<file path="config.mk">
export PLATFORM = sky130hd
export DESIGN_NAME = lsi_board
export DESIGN_NICKNAME = d
export VERILOG_FILES = /design/src/design/lsi_pkg.sv /design/src/design/lsi_sequencer.sv /design/src/design/lsi_events.sv /design/src/design/lsi_qbus.sv /design/src/design/lsi_qtimer.sv /design/src/design/lsi_dma.sv /design/src/design/lsi_board.sv
export SDC_FILE = /design/constraint.sdc
export NUM_CORES = 1
export LEC_CHECK = 0
export BUFFER_PORTS_ARGS = -buffer_cell sky130_fd_sc_hd__buf_4
export CAP_MARGIN = 25
export CORE_MARGIN = 5
export CORE_UTILIZATION = 46
export CTS_CLUSTER_SIZE = 30
export DETAILED_ROUTE_END_ITERATION = 12
export GPL_ROUTABILITY_DRIVEN = 0
export PLACE_DENSITY_LB_ADDON = 0.08
export SKIP_CTS_REPAIR_TIMING = 1
export SLEW_MARGIN = 20
export SYNTH_ARGS = -nofsm -noshare
export SYNTH_HDL_FRONTEND = slang
export SYNTH_SLANG_ARGS = --single-unit
</file>
<file path="constraint.sdc">
create_clock -name c2 -period 3.02 [get_ports c2]
set_input_delay 0.604 -clock c2 [delete_from_list [all_inputs] [get_ports c2]]
set_output_delay 0.604 -clock c2 [all_outputs]
set_load 0.05 [all_outputs]
</file>
<file path="src/design/lsi_pkg.sv">
// shared definitions for the LSI-11 board logic
// phase enables, extra microinstruction strobe codes, bus timer limit
// chipset-side and Q-bus side signal bundles
`default_nettype none

package lsi_pkg;

   // one-hot phase enables, one c2 cycle each
   typedef struct packed {
      logic ph1;                       // rply sample, iako, dma request
      logic ph2;                       // interrupt register, sr, dout_d
      logic ph3;                       // strobes, sync/dout, timer tick
      logic ph4;                       // dma acknowledge/grant
   } phase_t;

   // phase counter values
   localparam logic [1:0] PH1_CNT = 2'd0;
   localparam logic [1:0] PH2_CNT = 2'd1;
   localparam logic [1:0] PH3_CNT = 2'd2;
   localparam logic [1:0] PH4_CNT = 2'd3;

   typedef logic [3:0] mc_code_t;      // extra microinstruction bits

   // housekeeping strobe codes, 1000 and below are no-ops
   localparam mc_code_t MC_CLR_INIT = 4'b1001;   // drop peripheral init
   localparam mc_code_t MC_CLR_BERR = 4'b1010;   // clear bus error and refresh
   localparam mc_code_t MC_SET_RFSH = 4'b1011;   // set refresh flag
   localparam mc_code_t MC_SET_INIT = 4'b1100;   // raise peripheral init
   localparam mc_code_t MC_SET_FDIN = 4'b1101;   // fast input read
   localparam mc_code_t MC_CLR_ACLO = 4'b1110;   // ack power-fail request
   localparam mc_code_t MC_CLR_EVNT = 4'b1111;   // ack timer request

   localparam logic [5:0] QTIM_MAX = 6'd63;      // bus timeout in ph3 periods

   // chipset toward board
   typedef struct packed {
      logic        syn;                // address strobe
      logic        di;                 // data in
      logic        dout;               // data out
      logic        inrak;              // interrupt ack
      logic        wrby;               // write/byte
      logic [15:0] ad;                 // address/data from chipset
   } core_bus_t;

   // board back to chipset
   typedef struct packed {
      logic [3:0]  inrrq;              // refresh, power/halt, event, virq
      logic        bbusy;              // bus busy
      logic        sr;                 // microcode reset
      logic        ra;                 // reply
      logic [15:0] ad_rd;              // read data
   } core_ctl_t;

   typedef struct packed {
      logic        rply;
      logic        sack;
      logic        dmr;
      logic        rfrq;
      logic [15:0] ad;
   } qbus_in_t;

   typedef struct packed {
      logic [15:0] ad;
      logic        ad_oe;
      logic        sync;
      logic        wtbt;
      logic        dout;
      logic        din;
      logic        ctrl_oe;            // enable for sync/wtbt/dout/din
      logic        iako;
      logic        init;
      logic        dmgo;
      logic        dref;
   } qbus_out_t;

endpackage

`default_nettype wire

</file>
<file path="src/design/lsi_sequencer.sv">
// four-phase enable generator
// extra microinstruction bit decoder into ph3 strobes
`timescale 1ns/100ps
`default_nettype none

module lsi_sequencer
(
   input  wire                c2,
   input  wire                dclo,
   input  lsi_pkg::mc_code_t  mc,         // extra microinstruction bits
   output lsi_pkg::phase_t    ph,         // registered one-hot phases
   output logic               clr_init,
   output logic               clr_berr,
   output logic               set_rfsh,
   output logic               set_init,
   output logic               set_fdin,
   output logic               clr_aclo,
   output logic               clr_evnt
);
   import lsi_pkg::*;

   logic [1:0] ccnt;                      // phase counter

   always_ff @(posedge c2 or posedge dclo)
   begin
      if (dclo)
      begin
         ccnt <= PH1_CNT;
         ph   <= '0;                      // no phase during reset
      end
      else
      begin
         ccnt   <= ccnt + 2'd1;
         ph.ph1 <= (ccnt == PH1_CNT);
         ph.ph2 <= (ccnt == PH2_CNT);
         ph.ph3 <= (ccnt == PH3_CNT);
         ph.ph4 <= (ccnt == PH4_CNT);
      end
   end

   // strobes only fire in ph3 with the code present
   assign clr_init = ph.ph3 & (mc == MC_CLR_INIT);
   assign clr_berr = ph.ph3 & (mc == MC_CLR_BERR);
   assign set_rfsh = ph.ph3 & (mc == MC_SET_RFSH);
   assign set_init = ph.ph3 & (mc == MC_SET_INIT);
   assign set_fdin = ph.ph3 & (mc == MC_SET_FDIN);
   assign clr_aclo = ph.ph3 & (mc == MC_CLR_ACLO);
   assign clr_evnt = ph.ph3 & (mc == MC_CLR_EVNT);

endmodule

`default_nettype wire

</file>
<file path="src/design/lsi_events.sv">
// power-fail and timer edge detectors, sticky requests
// peripheral init flag, refresh flag and request
// interrupt request register and microcode reset
`timescale 1ns/100ps
`default_nettype none

module lsi_events
(
   input  wire              c2,
   input  wire              dclo,
   input  lsi_pkg::phase_t  ph,
   input  wire              clr_init,
   input  wire              set_init,
   input  wire              set_rfsh,
   input  wire              clr_berr,
   input  wire              clr_aclo,
   input  wire              clr_evnt,
   input  wire              aclo,       // power fail notice
   input  wire              evnt,       // line clock
   input  wire              halt,
   input  wire              virq,       // vectored interrupt level
   input  wire              rfrq,       // refresh request line
   input  wire              berr_rq,    // timeout abort from bus timer
   output logic [3:0]       inrrq,
   output logic             sr,
   output logic             init_st,
   output logic             dref_st,
   output logic             dref_rq,
   output logic             aclo_any
);
   import lsi_pkg::*;

   logic aclo_d, evnt_d, rfrq_d;          // edge detector history
   logic aclo_rq, evnt_rq;                // sticky requests

   always_ff @(posedge c2 or posedge dclo)
   begin
      if (dclo)
      begin
         aclo_d  <= 1'b0;
         evnt_d  <= 1'b0;
         rfrq_d  <= 1'b0;
         aclo_rq <= 1'b0;
         evnt_rq <= 1'b0;
         dref_rq <= 1'b0;
      end
      else
      begin
         aclo_d <= aclo;
         evnt_d <= evnt;
         rfrq_d <= rfrq;
         if (clr_aclo)
            aclo_rq <= 1'b0;              // ack wins over a new edge
         else if (aclo & ~aclo_d)
            aclo_rq <= 1'b1;
         if (clr_evnt)
            evnt_rq <= 1'b0;
         else if (evnt & ~evnt_d)
            evnt_rq <= 1'b1;
         if (set_rfsh)
            dref_rq <= 1'b0;              // refresh taken by microcode
         else if (rfrq & ~rfrq_d)
            dref_rq <= 1'b1;
      end
   end

   // init and refresh flags under microcode control
   always_ff @(posedge c2 or posedge dclo)
   begin
      if (dclo)
      begin
         init_st <= 1'b1;                 // peripherals held in reset
         dref_st <= 1'b0;
      end
      else
      begin
         if (clr_init)
            init_st <= 1'b0;
         else if (set_init)
            init_st <= 1'b1;
         if (set_rfsh)
            dref_st <= 1'b1;
         else if (clr_berr)
            dref_st <= 1'b0;
      end
   end

   // interrupt register and cycle abort, both at ph2
   always_ff @(posedge c2 or posedge dclo)
   begin
      if (dclo)
      begin
         inrrq <= 4'b0000;
         sr    <= 1'b1;                   // chipset starts in reset
      end
      else if (ph.ph2)
      begin
         inrrq <= {dref_rq, aclo_rq | halt, evnt_rq, virq};
         sr    <= berr_rq;
      end
   end

   assign aclo_any = aclo | aclo_rq;      // power status for fast read

endmodule

`default_nettype wire

</file>
<file path="src/design/lsi_qbus.sv">
// Q-bus data cycle sequencing: sync, dout, din, reply, iako
// fast-input flag and read data path
// address/data and control drive enables
`timescale 1ns/100ps
`default_nettype none

module lsi_qbus
(
   input  wire                 c2,
   input  wire                 dclo,
   input  lsi_pkg::phase_t     ph,
   input  lsi_pkg::core_bus_t  core,
   input  wire                 set_fdin,
   input  wire                 init_st,
   input  wire                 berr_st,
   input  wire                 aclo_any,
   input  wire  [1:0]          bsel,       // boot mode jumpers
   input  lsi_pkg::qbus_in_t   qin,
   input  wire                 dmgo,       // bus granted to dma master
   output lsi_pkg::qbus_out_t  qout_bus,
   output logic                ra,
   output logic                rply_q,
   output logic [15:0]         ad_rd,
   output logic                cyc_act
);
   import lsi_pkg::*;

   logic sync_q;                           // bus sync, ph3 timed
   logic dout_q;                           // bus dout, ph3 timed
   logic dout_d;                           // dout seen at ph2
   logic iako_q;
   logic fdin_st;                          // fast input read pending
   logic syn_d;                            // syn history for fall detect
   logic ad_en;                            // board owns ad lines
   logic bus_rel;                          // bus given to dma master

   assign bus_rel = qin.sack | dmgo;

   always_ff @(posedge c2 or posedge dclo)
   begin
      if (dclo)
      begin
         sync_q  <= 1'b0;
         dout_q  <= 1'b0;
         dout_d  <= 1'b0;
         rply_q  <= 1'b0;
         iako_q  <= 1'b0;
         fdin_st <= 1'b0;
         syn_d   <= 1'b0;
         ad_en   <= 1'b0;
      end
      else
      begin
         syn_d <= core.syn;
         if (core.inrak)
            sync_q <= 1'b0;                // vector read ends address phase
         else if (ph.ph3)
            sync_q <= core.syn | (sync_q & rply_q);   // hold for slave
         if (~core.syn)
            dout_q <= 1'b0;
         else if (ph.ph3)
            dout_q <= core.dout & ~rply_q;
         if (ph.ph2)
            dout_d <= dout_q;
         if (init_st)
            rply_q <= 1'b0;
         else if (ph.ph1)
            rply_q <= qin.rply;
         if (~core.di)
            iako_q <= 1'b0;
         else if (ph.ph1)
            iako_q <= core.inrak;
         if (syn_d & ~core.syn)
            fdin_st <= 1'b0;               // cleared at end of cycle
         else if (set_fdin)
            fdin_st <= 1'b1;
         // release ad for reads and dma, retake when idle or writing
         if (bus_rel | core.di)
            ad_en <= 1'b0;
         else if (~sync_q | dout_q)
            ad_en <= 1'b1;
      end
   end

   // read path, fast input word or bus data
   assign ad_rd = fdin_st ? {12'h000, aclo_any, berr_st, bsel} : qin.ad;

   assign ra      = rply_q & (dout_d | core.di);
   assign cyc_act = core.di | dout_d;      // timer runs while set

   assign qout_bus.ad      = core.ad;
   assign qout_bus.ad_oe   = ad_en & ~(bus_rel | core.di);   // drop at once
   assign qout_bus.sync    = sync_q;
   assign qout_bus.wtbt    = core.wrby;
   assign qout_bus.dout    = dout_q;
   assign qout_bus.din     = core.di;
   assign qout_bus.ctrl_oe = ~bus_rel;
   assign qout_bus.iako    = iako_q;
   assign qout_bus.init    = 1'b0;         // filled in at top level
   assign qout_bus.dmgo    = 1'b0;
   assign qout_bus.dref    = 1'b0;

endmodule

`default_nettype wire

</file>
<file path="src/design/lsi_qtimer.sv">
// bus transaction timeout counter
// sticky bus error and abort request
`timescale 1ns/100ps
`default_nettype none

module lsi_qtimer
(
   input  wire              c2,
   input  wire              dclo,
   input  lsi_pkg::phase_t  ph,
   input  wire              cyc_act,    // din or dout_d
   input  wire              init_st,
   input  wire              clr_berr,
   output logic             berr_st,
   output logic             berr_rq
);
   import lsi_pkg::*;

   logic [5:0] qtim;                      // counts ph3 periods
   logic       qtim_to;                   // limit reached

   assign qtim_to = (qtim == QTIM_MAX);

   always_ff @(posedge c2 or posedge dclo)
   begin
      if (dclo)
      begin
         qtim    <= 6'd0;
         berr_st <= 1'b0;
      end
      else
      begin
         if (~cyc_act)
            qtim <= 6'd0;                 // restart for next cycle
         else if (ph.ph3 & ~qtim_to)
            qtim <= qtim + 6'd1;
         if (init_st | clr_berr)
            berr_st <= 1'b0;
         else if (cyc_act & ph.ph3 & (qtim == QTIM_MAX - 6'd1))
            berr_st <= 1'b1;              // set on the step into the limit
      end
   end

   assign berr_rq = berr_st & cyc_act & qtim_to;   // abort stuck cycle

endmodule

`default_nettype wire

</file>
<file path="src/design/lsi_dma.sv">
// Q-bus DMA arbitration
// request, acknowledge, grant and refresh-during-dma flag
`timescale 1ns/100ps
`default_nettype none

module lsi_dma
(
   input  wire              c2,
   input  wire              dclo,
   input  lsi_pkg::phase_t  ph,
   input  wire              sack,       // master acknowledge
   input  wire              dmr,        // dma request line
   input  wire              syn,        // chipset sync, ends the grant
   input  wire              init_st,
   input  wire              dref_rq,
   input  wire              dref_st,
   input  wire              rply_q,
   output logic             dmgo,
   output logic             bbusy
);
   import lsi_pkg::*;

   logic dmr_q;                           // request register
   logic dmr_rf;                          // refresh came in during last dma
   logic sack_q;                          // ack seen at ph4
   logic sack_d;

   always_ff @(posedge c2 or posedge dclo)
   begin
      if (dclo)
      begin
         dmr_q  <= 1'b0;
         dmr_rf <= 1'b0;
         sack_q <= 1'b0;
         sack_d <= 1'b0;
         dmgo   <= 1'b0;
      end
      else
      begin
         sack_d <= sack;
         if (init_st)
            dmr_q <= 1'b0;
         else if (sack)
            dmr_q <= 1'b1;                // master holds bus
         else if (ph.ph1)
            dmr_q <= dmr & ~dmr_rf;       // let refresh in first
         if (syn)
            dmr_rf <= 1'b0;
         else if (sack_d & ~sack)
            dmr_rf <= dref_rq & dref_st;  // sampled as master leaves
         if (~dmr_q)
            sack_q <= 1'b0;
         else if (ph.ph4)
            sack_q <= sack;
         if (syn)
            dmgo <= 1'b0;
         else if (ph.ph4)
            dmgo <= sack_q;               // one ph4 behind the ack
      end
   end

   assign bbusy = dmr_q | rply_q;

endmodule

`default_nettype wire

</file>
<file path="src/design/lsi_board.sv">
// top level of the processor card board logic
// phase sequencer, events, Q-bus cycle, bus timer, DMA arbiter
`timescale 1ns/100ps
`default_nettype none

module lsi_board
(
   input  wire                 c2,
   input  wire                 dclo,
   input  lsi_pkg::core_bus_t  core,      // chipset bus side
   input  lsi_pkg::mc_code_t   mc,
   input  lsi_pkg::qbus_in_t   qin,
   input  wire                 aclo,
   input  wire                 evnt,
   input  wire                 halt,
   input  wire                 virq,
   input  wire  [1:0]          bsel,
   output lsi_pkg::core_ctl_t  core_ctl,
   output lsi_pkg::qbus_out_t  qout
);
   import lsi_pkg::*;

   phase_t     ph;
   logic       clr_init, clr_berr, set_rfsh, set_init;
   logic       set_fdin, clr_aclo, clr_evnt;
   logic       init_st, dref_st, dref_rq, aclo_any;
   logic [3:0] inrrq;
   logic       sr, ra, rply_q, cyc_act;
   logic [15:0] ad_rd;
   logic       berr_st, berr_rq;
   logic       dmgo, bbusy;
   qbus_out_t  qbus_o;                     // cycle fields from lsi_qbus

   lsi_sequencer seq_i (
      .c2, .dclo, .mc, .ph,
      .clr_init, .clr_berr, .set_rfsh, .set_init,
      .set_fdin, .clr_aclo, .clr_evnt
   );

   lsi_events evt_i (
      .c2, .dclo, .ph,
      .clr_init, .set_init, .set_rfsh, .clr_berr, .clr_aclo, .clr_evnt,
      .aclo, .evnt, .halt, .virq, .rfrq(qin.rfrq), .berr_rq,
      .inrrq, .sr, .init_st, .dref_st, .dref_rq, .aclo_any
   );

   lsi_qbus qbus_i (
      .c2, .dclo, .ph, .core, .set_fdin, .init_st, .berr_st, .aclo_any,
      .bsel, .qin, .dmgo, .qout_bus(qbus_o),
      .ra, .rply_q, .ad_rd, .cyc_act
   );

   lsi_qtimer qtim_i (
      .c2, .dclo, .ph, .cyc_act, .init_st, .clr_berr, .berr_st, .berr_rq
   );

   lsi_dma dma_i (
      .c2, .dclo, .ph, .sack(qin.sack), .dmr(qin.dmr), .syn(core.syn),
      .init_st, .dref_rq, .dref_st, .rply_q, .dmgo, .bbusy
   );

   assign qout = '{ad: qbus_o.ad, ad_oe: qbus_o.ad_oe, sync: qbus_o.sync,
                   wtbt: qbus_o.wtbt, dout: qbus_o.dout, din: qbus_o.din,
                   ctrl_oe: qbus_o.ctrl_oe, iako: qbus_o.iako,
                   init: init_st, dmgo: dmgo, dref: dref_st};

   assign core_ctl = '{inrrq: inrrq, bbusy: bbusy, sr: sr, ra: ra, ad_rd: ad_rd};

endmodule

`default_nettype wire

</file>
==> results summary, run 1 <==
The combined global-route utilization of all metal layers is 16.2%. For this run the aggregate overflow at the end of global routing stands at 0. The number of design rule violations left after detail routing is 0. The number of levels the H-tree was split into came out at 2. The number of clock buffers inserted by TritonCTS came out at 5. The worst setup path is captured at a primary output.

The clock passes through at most 2 buffers. The max-capacitance violation count came out at 0. Setup violations remaining at the end of the flow were counted as 0. The number of port buffers came out at 67. The number of synthesized flops with an enable pin came out at 0.

The final total negative setup slack is 0 ps. TritonCTS built the clock tree. The dominant cell type by area after synthesis is sky130_fd_sc_hd__dfrtp_1.

Measured along the x axis, the die boundary spans 75.6 um. The number of top-level pins came out at 102. The largest net degree at the start of global routing came out at 24. Yosys attributes the largest share of cell area to sky130_fd_sc_hd__dfrtp_1, sky130_fd_sc_hd__buf_4, sky130_fd_sc_hd__nor2b_1.

The flow ran to the end, and the final reports show no timing, DRC or antenna violations. Subtracting the final worst setup slack from the clock period gives 2160 ps. The arrival time of the worst setup path came out at 1560 ps.

The remaining max-slew budget at the tightest pin is 58.4%. The total wire length after detailed routing came out at 4500 um. The core outline area is 4090 um^2. The number of rows created at floorplan came out at 23. The final number of max-transition violations came out at 0. The Yosys step of the flow raised 0 warnings. The final hold violation count is 0. The number of nets in the layout is 293. The sum of net half-perimeters after detailed placement came out at 3590 um. The worst setup margin is 858 ps. The final hold slack came out at 395 ps. The number of global-route vias before repair is 1473. The placement-stage worst setup slack is 1000 ps. The synthesized net count came out at 249. The critical path is of the register to primary output type. The biggest fanout along the worst timing path came out at 18. The post-detailed-route via-to-cell ratio came out at 5.21.

The clock-pin transition on the worst setup and hold timing paths is 80 ps. The cell area that synthesis handed to floorplanning was 1980 um^2. For this run, the leading register cell type out of synthesis is sky130_fd_sc_hd__dfrtp_1. The routed length per placed instance is 15.8 um. The power per unit of standard cell area came out at 463 nW/um^2. The mean instance size in the synthesized netlist is 10.4 um^2.

The sum of internal, switching and leakage power came out at 1120 uW. The initial antenna violation count is 0. The worst setup path is launched from a register. The final antenna-violating net count came out at 0. The area share of the leading cell type in the synthesized netlist came out at 46.7%. The die covers 5720 um^2. The largest clock skew in the final design came out at 11.0 ps. The fraction of registers with async set or reset after synthesis came out at 100%. The violation count after the first detailed-routing iteration came out at 42. IR analysis of the VDD net gives a maximum drop of 299 uV.

The tree is rooted in a sky130_fd_sc_hd__clkbuf_8. Synthesis instantiated 38 different standard cells from the library. The slew of the pin with the lowest slew margin came out at 623 ps.

The clock insertion delay at the later pin of the skew report is 290 ps. Cells with a size suffix above 1 make up 37.0% of the layout. The first-pass GRT wire length is 6950 um. The die span in y came out at 75.6 um. CTS saw 39 sinks. The flip-flop and latch count after synthesis is 39. The final worst-path cycle share came out at 71.6%.

Derived from the worst setup path, the maximum achievable clock frequency is 463 MHz. The leakage component of the power came out at 0.00117 uW. Setup repair after global routing left no endpoint under its margin. The required time of the critical path came out at 2420 ps. From synthesis to final layout, the design area changed by 22.3%. The part of the Yosys area used for sequential elements came out at 49.4%.

The number of diodes is 0. The starting density of the core came out at 48.5%. The final route contains 1486 vias.

The number of standard cells after synthesis came out at 190. The number of detailed-routing iterations run before antenna repair came out at 4. The worst hold path belongs to the class primary input to async pin.
[placed cells by master, fill, tap and decap left out, types with 2 or more instances in the layout]
cell	count
sky130_fd_sc_hd__clkbuf_8	6
sky130_fd_sc_hd__buf_4	68
sky130_fd_sc_hd__a21oi_1	17
sky130_fd_sc_hd__nand2_1	7
sky130_fd_sc_hd__mux2i_1	4
sky130_fd_sc_hd__dfrtp_1	37
sky130_fd_sc_hd__nor2_1	9
sky130_fd_sc_hd__inv_1	16
sky130_fd_sc_hd__nand3_1	2
sky130_fd_sc_hd__nand3b_1	2
sky130_fd_sc_hd__ha_1	6
sky130_fd_sc_hd__nor2b_1	15
sky130_fd_sc_hd__o21ai_0	3
sky130_fd_sc_hd__nor3_1	3
sky130_fd_sc_hd__nand4_1	3
sky130_fd_sc_hd__mux2_2	8
sky130_fd_sc_hd__a211oi_1	4
sky130_fd_sc_hd__dfstp_2	2
sky130_fd_sc_hd__a31oi_1	4
[registers in the layout (all words and copies together) (netlist names), 2 cells and up]
| register | flops |
|---|---|
| seq_i.ccnt | 2 |
| seq_i.ph | 4 |
| qtim_i.qtim | 6 |
| evt_i.inrrq | 4 |
[path summary, 6_finish.rpt]
kind	cells past startpoint	slack, ps	end	startpoint
max	2	860	core_ctl[0]	qbus_i.fdin_st$_DFFE_PP0P_
min	2	390	qtim_i.qtim[1]$_DFFE_PP0P_	dclo
max reg2reg	3	1480	evt_i.dref_st$_DFFE_PP0P_	seq_i.ph[1]$_DFF_PP0_
min reg2reg	1	420	qbus_i.fdin_st$_DFFE_PP0P_	qbus_i.syn_d$_DFF_PP0_
max in group asynchronous	3	1840	evt_i.init_st$_DFFE_PP1P_	dclo
min in group c2	1	420	qbus_i.fdin_st$_DFFE_PP0P_	qbus_i.syn_d$_DFF_PP0_
[Yosys cell counts (all sizes together) (4+ instances only)]
library cell  instances
dfrtp                37
nor2                  9
a31oi                 4
nor2b                16
buf                  29
mux2                  9
nand2                 7
a21oi                17
inv                  16
a211oi                4
mux2i                 4
ha                    6
[where the power goes]
group,switching (uW),internal [uW],leakage [uW],total [uW]
Combinational,132,79.2,0.000653,211
Clock,172,184,0.0000482,356
Sequential,15.4,539,0.000472,555
Total,320,803,0.00117,1120
[routing by layer]
metal | track usage (%) | up-vias | share of wire [%]
li1 | - | 710 | -
met1 | 17.6 | 709 | 36
met2 | 29.3 | 59 | 54
met3 | 5.94 | 8 | 8.6
met4 | 4.85 | 0 | 1.1
met5 | 0 | - | 0
[critical path: stages, from the launching register on]
cell,delay (ps)
sky130_fd_sc_hd__dfrtp_1,690
sky130_fd_sc_hd__mux2_2,400
sky130_fd_sc_hd__buf_4,190
[layout make-up]
cell class                 count  area (um^2)
fill                         359         1660
sequential                    39          978
multi-input combinational    104          722
timing repair buffer          68          510
clock buffer                   7         86.3
tap                           50         62.6
inverter                      16         60.1
clock inverter                 1         5.00
[metrics by stage]
stage               std cells  instance area, um^2  util (%)
finish                    285                 2420      59.3
global placement          277                 2330      57.1
CTS                       285                 2420      59.3
global route              285                 2420      59.3
floorplan                 190                 1980         -
detailed placement        277                 2330      57.1
[kinds of logic after synthesis]
kind of cell	count (synthesis)	share of synthesized area, %
multiplexers	13	7.13
flip-flops	39	49.4
AND/OR/NAND/NOR	50	14.5
AO/OA/AOI/OAI	35	11.0
buffers and inverters	47	14.2
adder cells (fa/ha/maj)	6	3.79
(Power assumes the default switching activity.)
==> inputs of run 2 (changes only) <==
- CORE_UTILIZATION: 46 -> 45
- clock period: 3.02 -> 2.1 ns (I/O delays scaled with it)
==> run 2 against run 1 <==
First-iteration DRC count increased by 140%; utilization shrank 2.7 points; flip-flop and latch count unchanged; register-to-register slack got worse by 870 ps; non-clock buffer count rose by 1; setup slack got worse by 730 ps; combinational power is 45% higher; cell area grew 1.0%; clock skew fell by 5.4 ps; wire length down 3.0%; critical path depth did not move; sequential share of layout area decreased by 0.41 points; critical endpoint is now core_ctl[1]; largest power group unchanged.
==> results summary, run 2 (synthesis results as in run 1) <==
The cell type of the slowest stage on the worst timing path is sky130_fd_sc_hd__dfrtp_1. The switching share of total power came out at 27.5%. The library cells used most frequently in the layout, excluding fill and tap cells, are sky130_fd_sc_hd__buf_4, sky130_fd_sc_hd__dfrtp_1, sky130_fd_sc_hd__a21oi_1, sky130_fd_sc_hd__inv_1, sky130_fd_sc_hd__nor2b_1. Across the routed clock network, the largest skew measured is 5.59 ps.

The worst supply voltage drop on vdd is 499 uV. The remaining max-slew budget at the tightest pin is 64.8%. The number of buffer and inverter instances along the worst setup path came out at 1. The number of nets in the layout came out at 294. The area added between synthesis and finish came out at 23.6%. For the worst setup path, the data arrival time is 1560 ps. The net switching component of the power came out at 452 uW. The kind of critical path is register to primary output. Measured in cells, the most critical reg-to-reg path has a length of 3. qtim_i.qtim holds more flip-flops than any other register. STA classifies the critical path endpoint as a primary output. The horizontal extent of the die came out at 76.4 um. Walking the worst path, the cells encountered are mux2_2 > buf_4. The met1 track demand over resource is 17.0%. STA puts the critical path data required time at 1680 ps. The final number of max-transition violations was 0. The number of detailed-routing iterations run before antenna repair came out at 4. The clock-pin transition on the worst setup and hold timing paths came out at 70 ps. The die span in y is 76.4 um. In this run the clock root is driven by a sky130_fd_sc_hd__clkbuf_8. The final antenna-violating net count came out at 0. The clock drives 39 sinks. After global routing the overflow that remains totals 0. The number of buffers between clock root and the deepest sink is 2.

The biggest fanout along the worst timing path is 18. The clock insertion delay at the later pin of the skew report came out at 280 ps. The library cell used most frequently in the layout, excluding fill and tap cells, is sky130_fd_sc_hd__buf_4. The part of the power in registers came out at 48.5%.

Setup violations remaining at the end of the flow were counted as 0. The reg-to-reg setup timing slack is 610 ps. The maximum clock frequency came out at 506 MHz. In the final layout, the share of cells above drive strength 1 is 37.7%.

The slew of the pin with the lowest slew margin came out at 529 ps. Once the floorplan was initialized, standard cells occupied 45.8% of the core. TritonCTS built the clock tree.

Across all layers, the routed design uses 1457 vias. Cell internal power was estimated by the tool at 1190 uW. In this design, the stage delay of the slowest critical-path cell is 680 ps. The core region is 4320 um^2. The global routing usage on met3 is 4.96%. STA classifies the critical path startpoint as a register. The most used routing layer is met2. The number of levels the H-tree was split into came out at 2.

The number of rows created at floorplan is 24. The kind of cell adding the most delay to the critical path is flip-flops. The final worst-path cycle share came out at 94.1%. The total wire length after detailed routing came out at 4370 um. The leakage component of the power is 0.00118 uW. In this run the critical register-to-register path is captured at evt_i.dref_st$_DFFE_PP0P_.

The number of diodes is 0. The final instance count without filler cells is 288. The die footprint came out at 5830 um^2. The largest net degree at the start of global routing came out at 40. The initial antenna violation count is 0. The startpoint identified for the worst register-to-register timing path is seq_i.ph[1]$_DFF_PP0_. After detailed routing, the number of vias per cell comes to 5.06. The min-delay analysis places its worst path in the category primary input to async pin. The number of clock buffers inserted by TritonCTS is 5. The run finished with clean final reports. The share of total power dissipated in the clock network is 32.8%. After detailed routing, the average wire length per cell comes to 15.2 um. The number of design rule violations left after detail routing came out at 0. The minimum clock period came out at 1980 ps. The number of placed instances with taps included is 280. The max-capacitance violation count is 0. The first global-routing pass estimated 7130 um of wire. Setup repair after global routing left no endpoint under its margin. For met2 alone, demand over resource in global routing was 25.7%. The critical path depth in cells is 2. The final hold violation count came to 0. The final total negative setup slack came out at 0 ps. The HPWL after detailed placement is 3400 um.

In this run the tool buffered the top-level ports with 67 buffer cells. The combined global-route utilization of all metal layers came out at 15.0%. The violation count after the first detailed-routing iteration is 101. Dividing total power by cell area gives a power density of 671 nW/um^2. The combinational share of power is 18.7%. The number of top-level pins came out at 102. The number of global-route vias before repair came out at 1522.

In the final layout, the registers with the most flip-flops are qtim_i.qtim x6, evt_i.inrrq x4, seq_i.ph x4. In this run the worst setup path begins at qbus_i.fdin_st$_DFFE_PP0P_. The flip-flop count of the largest register after layout is 6.
-- run 2: power groups by stage --
| stage | clock [uW] | sequential, uW | combinational, uW |
|---|---|---|---|
| global placement | 0 | 811 | 307 |
| global route | 586 | 801 | 326 |
| finish | 539 | 797 | 307 |
| floorplan | 0 | 812 | 277 |
| detailed placement | 0 | 812 | 311 |
| CTS | 559 | 797 | 311 |
-- run 2: worst min-delay path, stage by stage --
cell and delay (ps):
sky130_fd_sc_hd__buf_4 110, sky130_fd_sc_hd__inv_1 40, sky130_fd_sc_hd__buf_4 410
-- run 2: stage by stage --
step,instance area [um^2],utilization [%],total power (uW),hold slack [ps],setup WS (ps)
floorplan,1990,-,1090,399,189
global placement,2350,54.3,1120,429,467
detailed placement,2350,54.3,1120,420,418
CTS,2450,56.7,1670,240,91.7
global route,2450,56.7,1710,238,29.2
finish,2450,56.7,1640,248,125
-- run 2: how the worst max path moves through the flow --
stage | end
after floorplan | core_ctl[3]
after global placement | core_ctl[2]
after detailed placement | core_ctl[1]
after CTS | core_ctl[1]
after global routing | core_ctl[1]
final | core_ctl[1]
-- run 2: per-layer routing --
metal	vias up	share of wire, %
li1	714	-
met1	687	38
met2	47	54
met3	9	6.2
met4	0	1.9
met5	-	0
-- run 2: layout make-up --
class,count,area (um^2)
clock buffer,8,100
fill,399,1870
inverter,16,60.1
multi-input combinational,104,728
sequential,39,978
tap,52,65.1
timing repair buffer,69,518
==> inputs of run 3 (changes only) <==
- CELL_PAD_IN_SITES_DETAIL_PLACEMENT: unset -> 1
- CELL_PAD_IN_SITES_GLOBAL_PLACEMENT: unset -> 1
- CORE_UTILIZATION: 45 -> 33
==> run 3 against run 2 <==
Wire length rose by 16%; non-clock buffer count rose by 1; combinational power barely moved; die area grew 31%; hold slack got worse by 9.0 ps; flip-flop and latch count unchanged; setup slack gained 130 ps; critical path depth unchanged; via count increased by 4.5%; power increased by 8.2%; cell area increased by 2.4%.
==> results summary, run 3 (synthesis results as in run 1) <==
The remaining max-slew budget at the tightest pin is 66.2%. The sum of net half-perimeters after detailed placement is 3930 um. The path class of the tightest hold or removal check is primary input to async pin. The core occupancy in the finished layout came out at 42.6%. The number of diodes came out at 0.

The number of top-level pins came out at 102. The number of port buffers is 67. The largest registers in the layout are qtim_i.qtim x6, evt_i.inrrq x4, seq_i.ph x4. The element type at the critical path end is a primary output. The kind of critical path is register to primary output. The met2 track demand over resource came out at 23.6%. In this run the core area contains 28 standard-cell rows. The number of clock buffers inserted by TritonCTS is 5. Leaving out fill and tap cells, the most frequent cells in the layout are sky130_fd_sc_hd__buf_4, sky130_fd_sc_hd__dfrtp_1, sky130_fd_sc_hd__a21oi_1, sky130_fd_sc_hd__inv_1, sky130_fd_sc_hd__nor2b_1. The reg-to-reg setup timing slack is 680 ps. The routed layout has 1523 vias. The largest net degree at the start of global routing came out at 40.

The final total negative setup slack came out at 0 ps. After detailed routing, the average wire length per cell comes to 16.3 um. Leaving out fill and tap cells, the most frequent cell in the layout is sky130_fd_sc_hd__buf_4. qtim_i.qtim holds more flip-flops than any other register. After global routing, the most crowded layer is met2.

STA classifies the critical path startpoint as a register. The largest clock skew in the final design is 7.55 ps. The biggest fanout along the worst timing path came out at 18.

The fraction of final layout cells sized beyond drive strength 1 is 38.8%. Tracing the worst setup path back leads to its startpoint at qbus_i.fdin_st$_DFFE_PP0P_. Hold timing on the final database bottoms out at a slack of 239 ps.

The violation count after the first detailed-routing iteration is 22. The leakage component of the power is 0.00120 uW. After global routing the overflow that remains totals 0.

The number of buffers between clock root and the deepest sink came out at 2. IR analysis of the VDD net gives a maximum drop of 407 uV. TritonCTS built the clock tree.

The starting density of the core is 33.7%. The maximum clock frequency came out at 542 MHz. The initial antenna violation count came out at 0. Setup repair after global routing left no endpoint under its margin. The core outline area came out at 5890 um^2. The flow ran to the end, and the final reports show no timing, DRC or antenna violations.

The start of the worst register-to-register path is qtim_i.qtim[0]$_DFFE_PP0P_. At the worst endpoint, the arrival time is 1430 ps. At the worst endpoint, the required time is 1680 ps. The die covers 7660 um^2. The minimum clock period is 1850 ps. The worst setup margin is 255 ps. The number of global-route vias before repair is 1672. For the pin with the worst max-slew slack, the measured transition is 507 ps. From left edge to right edge, the die measures 87.5 um. The clock-pin transition on the worst setup and hold timing paths came out at 80 ps. The die span in y came out at 87.5 um. The final number of max-transition violations came out at 0. The placement-stage worst setup slack is 396 ps. The number of cells on the worst reg-to-reg path is 4.

The clock insertion delay at the later pin of the skew report came out at 290 ps. The number of detailed-routing iterations run before antenna repair is 4. For this design, the sink count on the clock tree is 39.

The area added between synthesis and finish came out at 26.6%. The post-detailed-route via-to-cell ratio is 4.88. The first-pass GRT wire length came out at 8190 um. The number of design rule violations left after detail routing came out at 0. The power per unit of standard cell area came out at 709 nW/um^2.

The H-tree was split into 2 levels. For met3 alone, demand over resource in global routing was 5.20%. The final antenna-violating net count is 0. The flip-flop count of the largest register after layout came out at 6.

In the final design database the tool counted 295 nets. The total wire length after detailed routing is 5070 um. The root buffer cell is sky130_fd_sc_hd__clkbuf_8. The critical register-to-register path endpoint is qtim_i.qtim[5]$_DFFE_PP0P_. The combined global-route utilization of all metal layers is 13.7%.

The final hold violation count was 0. The max-capacitance violation count is 0. The met1 track demand over resource came out at 15.8%. The final worst-path cycle share came out at 87.9%.

The worst setup path endpoint is core_ctl[2]. The count of endpoints failing setup in the final report came out at 0.
-- run 3: worst max-delay path, stage by stage, from the launching register on --
cell	delay, ps
sky130_fd_sc_hd__dfrtp_2	560
sky130_fd_sc_hd__mux2_2	390
sky130_fd_sc_hd__buf_4	190
-- run 3: layout make-up --
cell class | instances | area [um^2]
multi-input cells | 104 | 728
clock inverters | 2 | 38.8
inverters | 16 | 60.1
repair buffers | 70 | 526
well taps | 75 | 93.8
flip-flops and latches | 39 | 980
clock buffers | 6 | 82.6
fillers | 657 | 3380
-- run 3: where the power goes --
| group | leakage (uW) | internal (uW) | switching [uW] |
|---|---|---|---|
| combinational | 0.000665 | 116 | 194 |
| sequential | 0.000470 | 775 | 21.1 |
| clock | 0.0000618 | 391 | 281 |
| total | 0.00120 | 1280 | 496 |
-- run 3: layer usage --
metal | vias to the layer above | wire length (um)
met2 | 56 | 2690
met3 | 2 | 355
met4 | 0 | 25
met1 | 751 | 2000
met5 | - | 0
li1 | 714 | -
-- run 3: metrics by stage --
stage                     instance area [um^2]  power [uW]  cells
after floorplan                           1990        1090    190
after global placement                    2390        1120    304
after detailed placement                  2390        1130    304
after CTS                                 2510        1810    312
after global routing                      2510        1860    312
final                                     2510        1780    312
-- run 3: worst min path at each step --
stage	startpoint	endpoint	slack, ps	cells after the start
global route	qin[16]	evt_i.rfrq_d$_DFF_PP0_	220	1
floorplan	qbus_i.syn_d$_DFF_PP0_	qbus_i.fdin_st$_DFFE_PP0P_	400	1
CTS	qin[16]	evt_i.rfrq_d$_DFF_PP0_	220	1
global placement	qbus_i.syn_d$_DFF_PP0_	qbus_i.fdin_st$_DFFE_PP0P_	430	1
finish	dclo	evt_i.inrrq[0]$_DFFE_PP0P_	240	3
detailed placement	qbus_i.syn_d$_DFF_PP0_	qbus_i.fdin_st$_DFFE_PP0P_	420	1
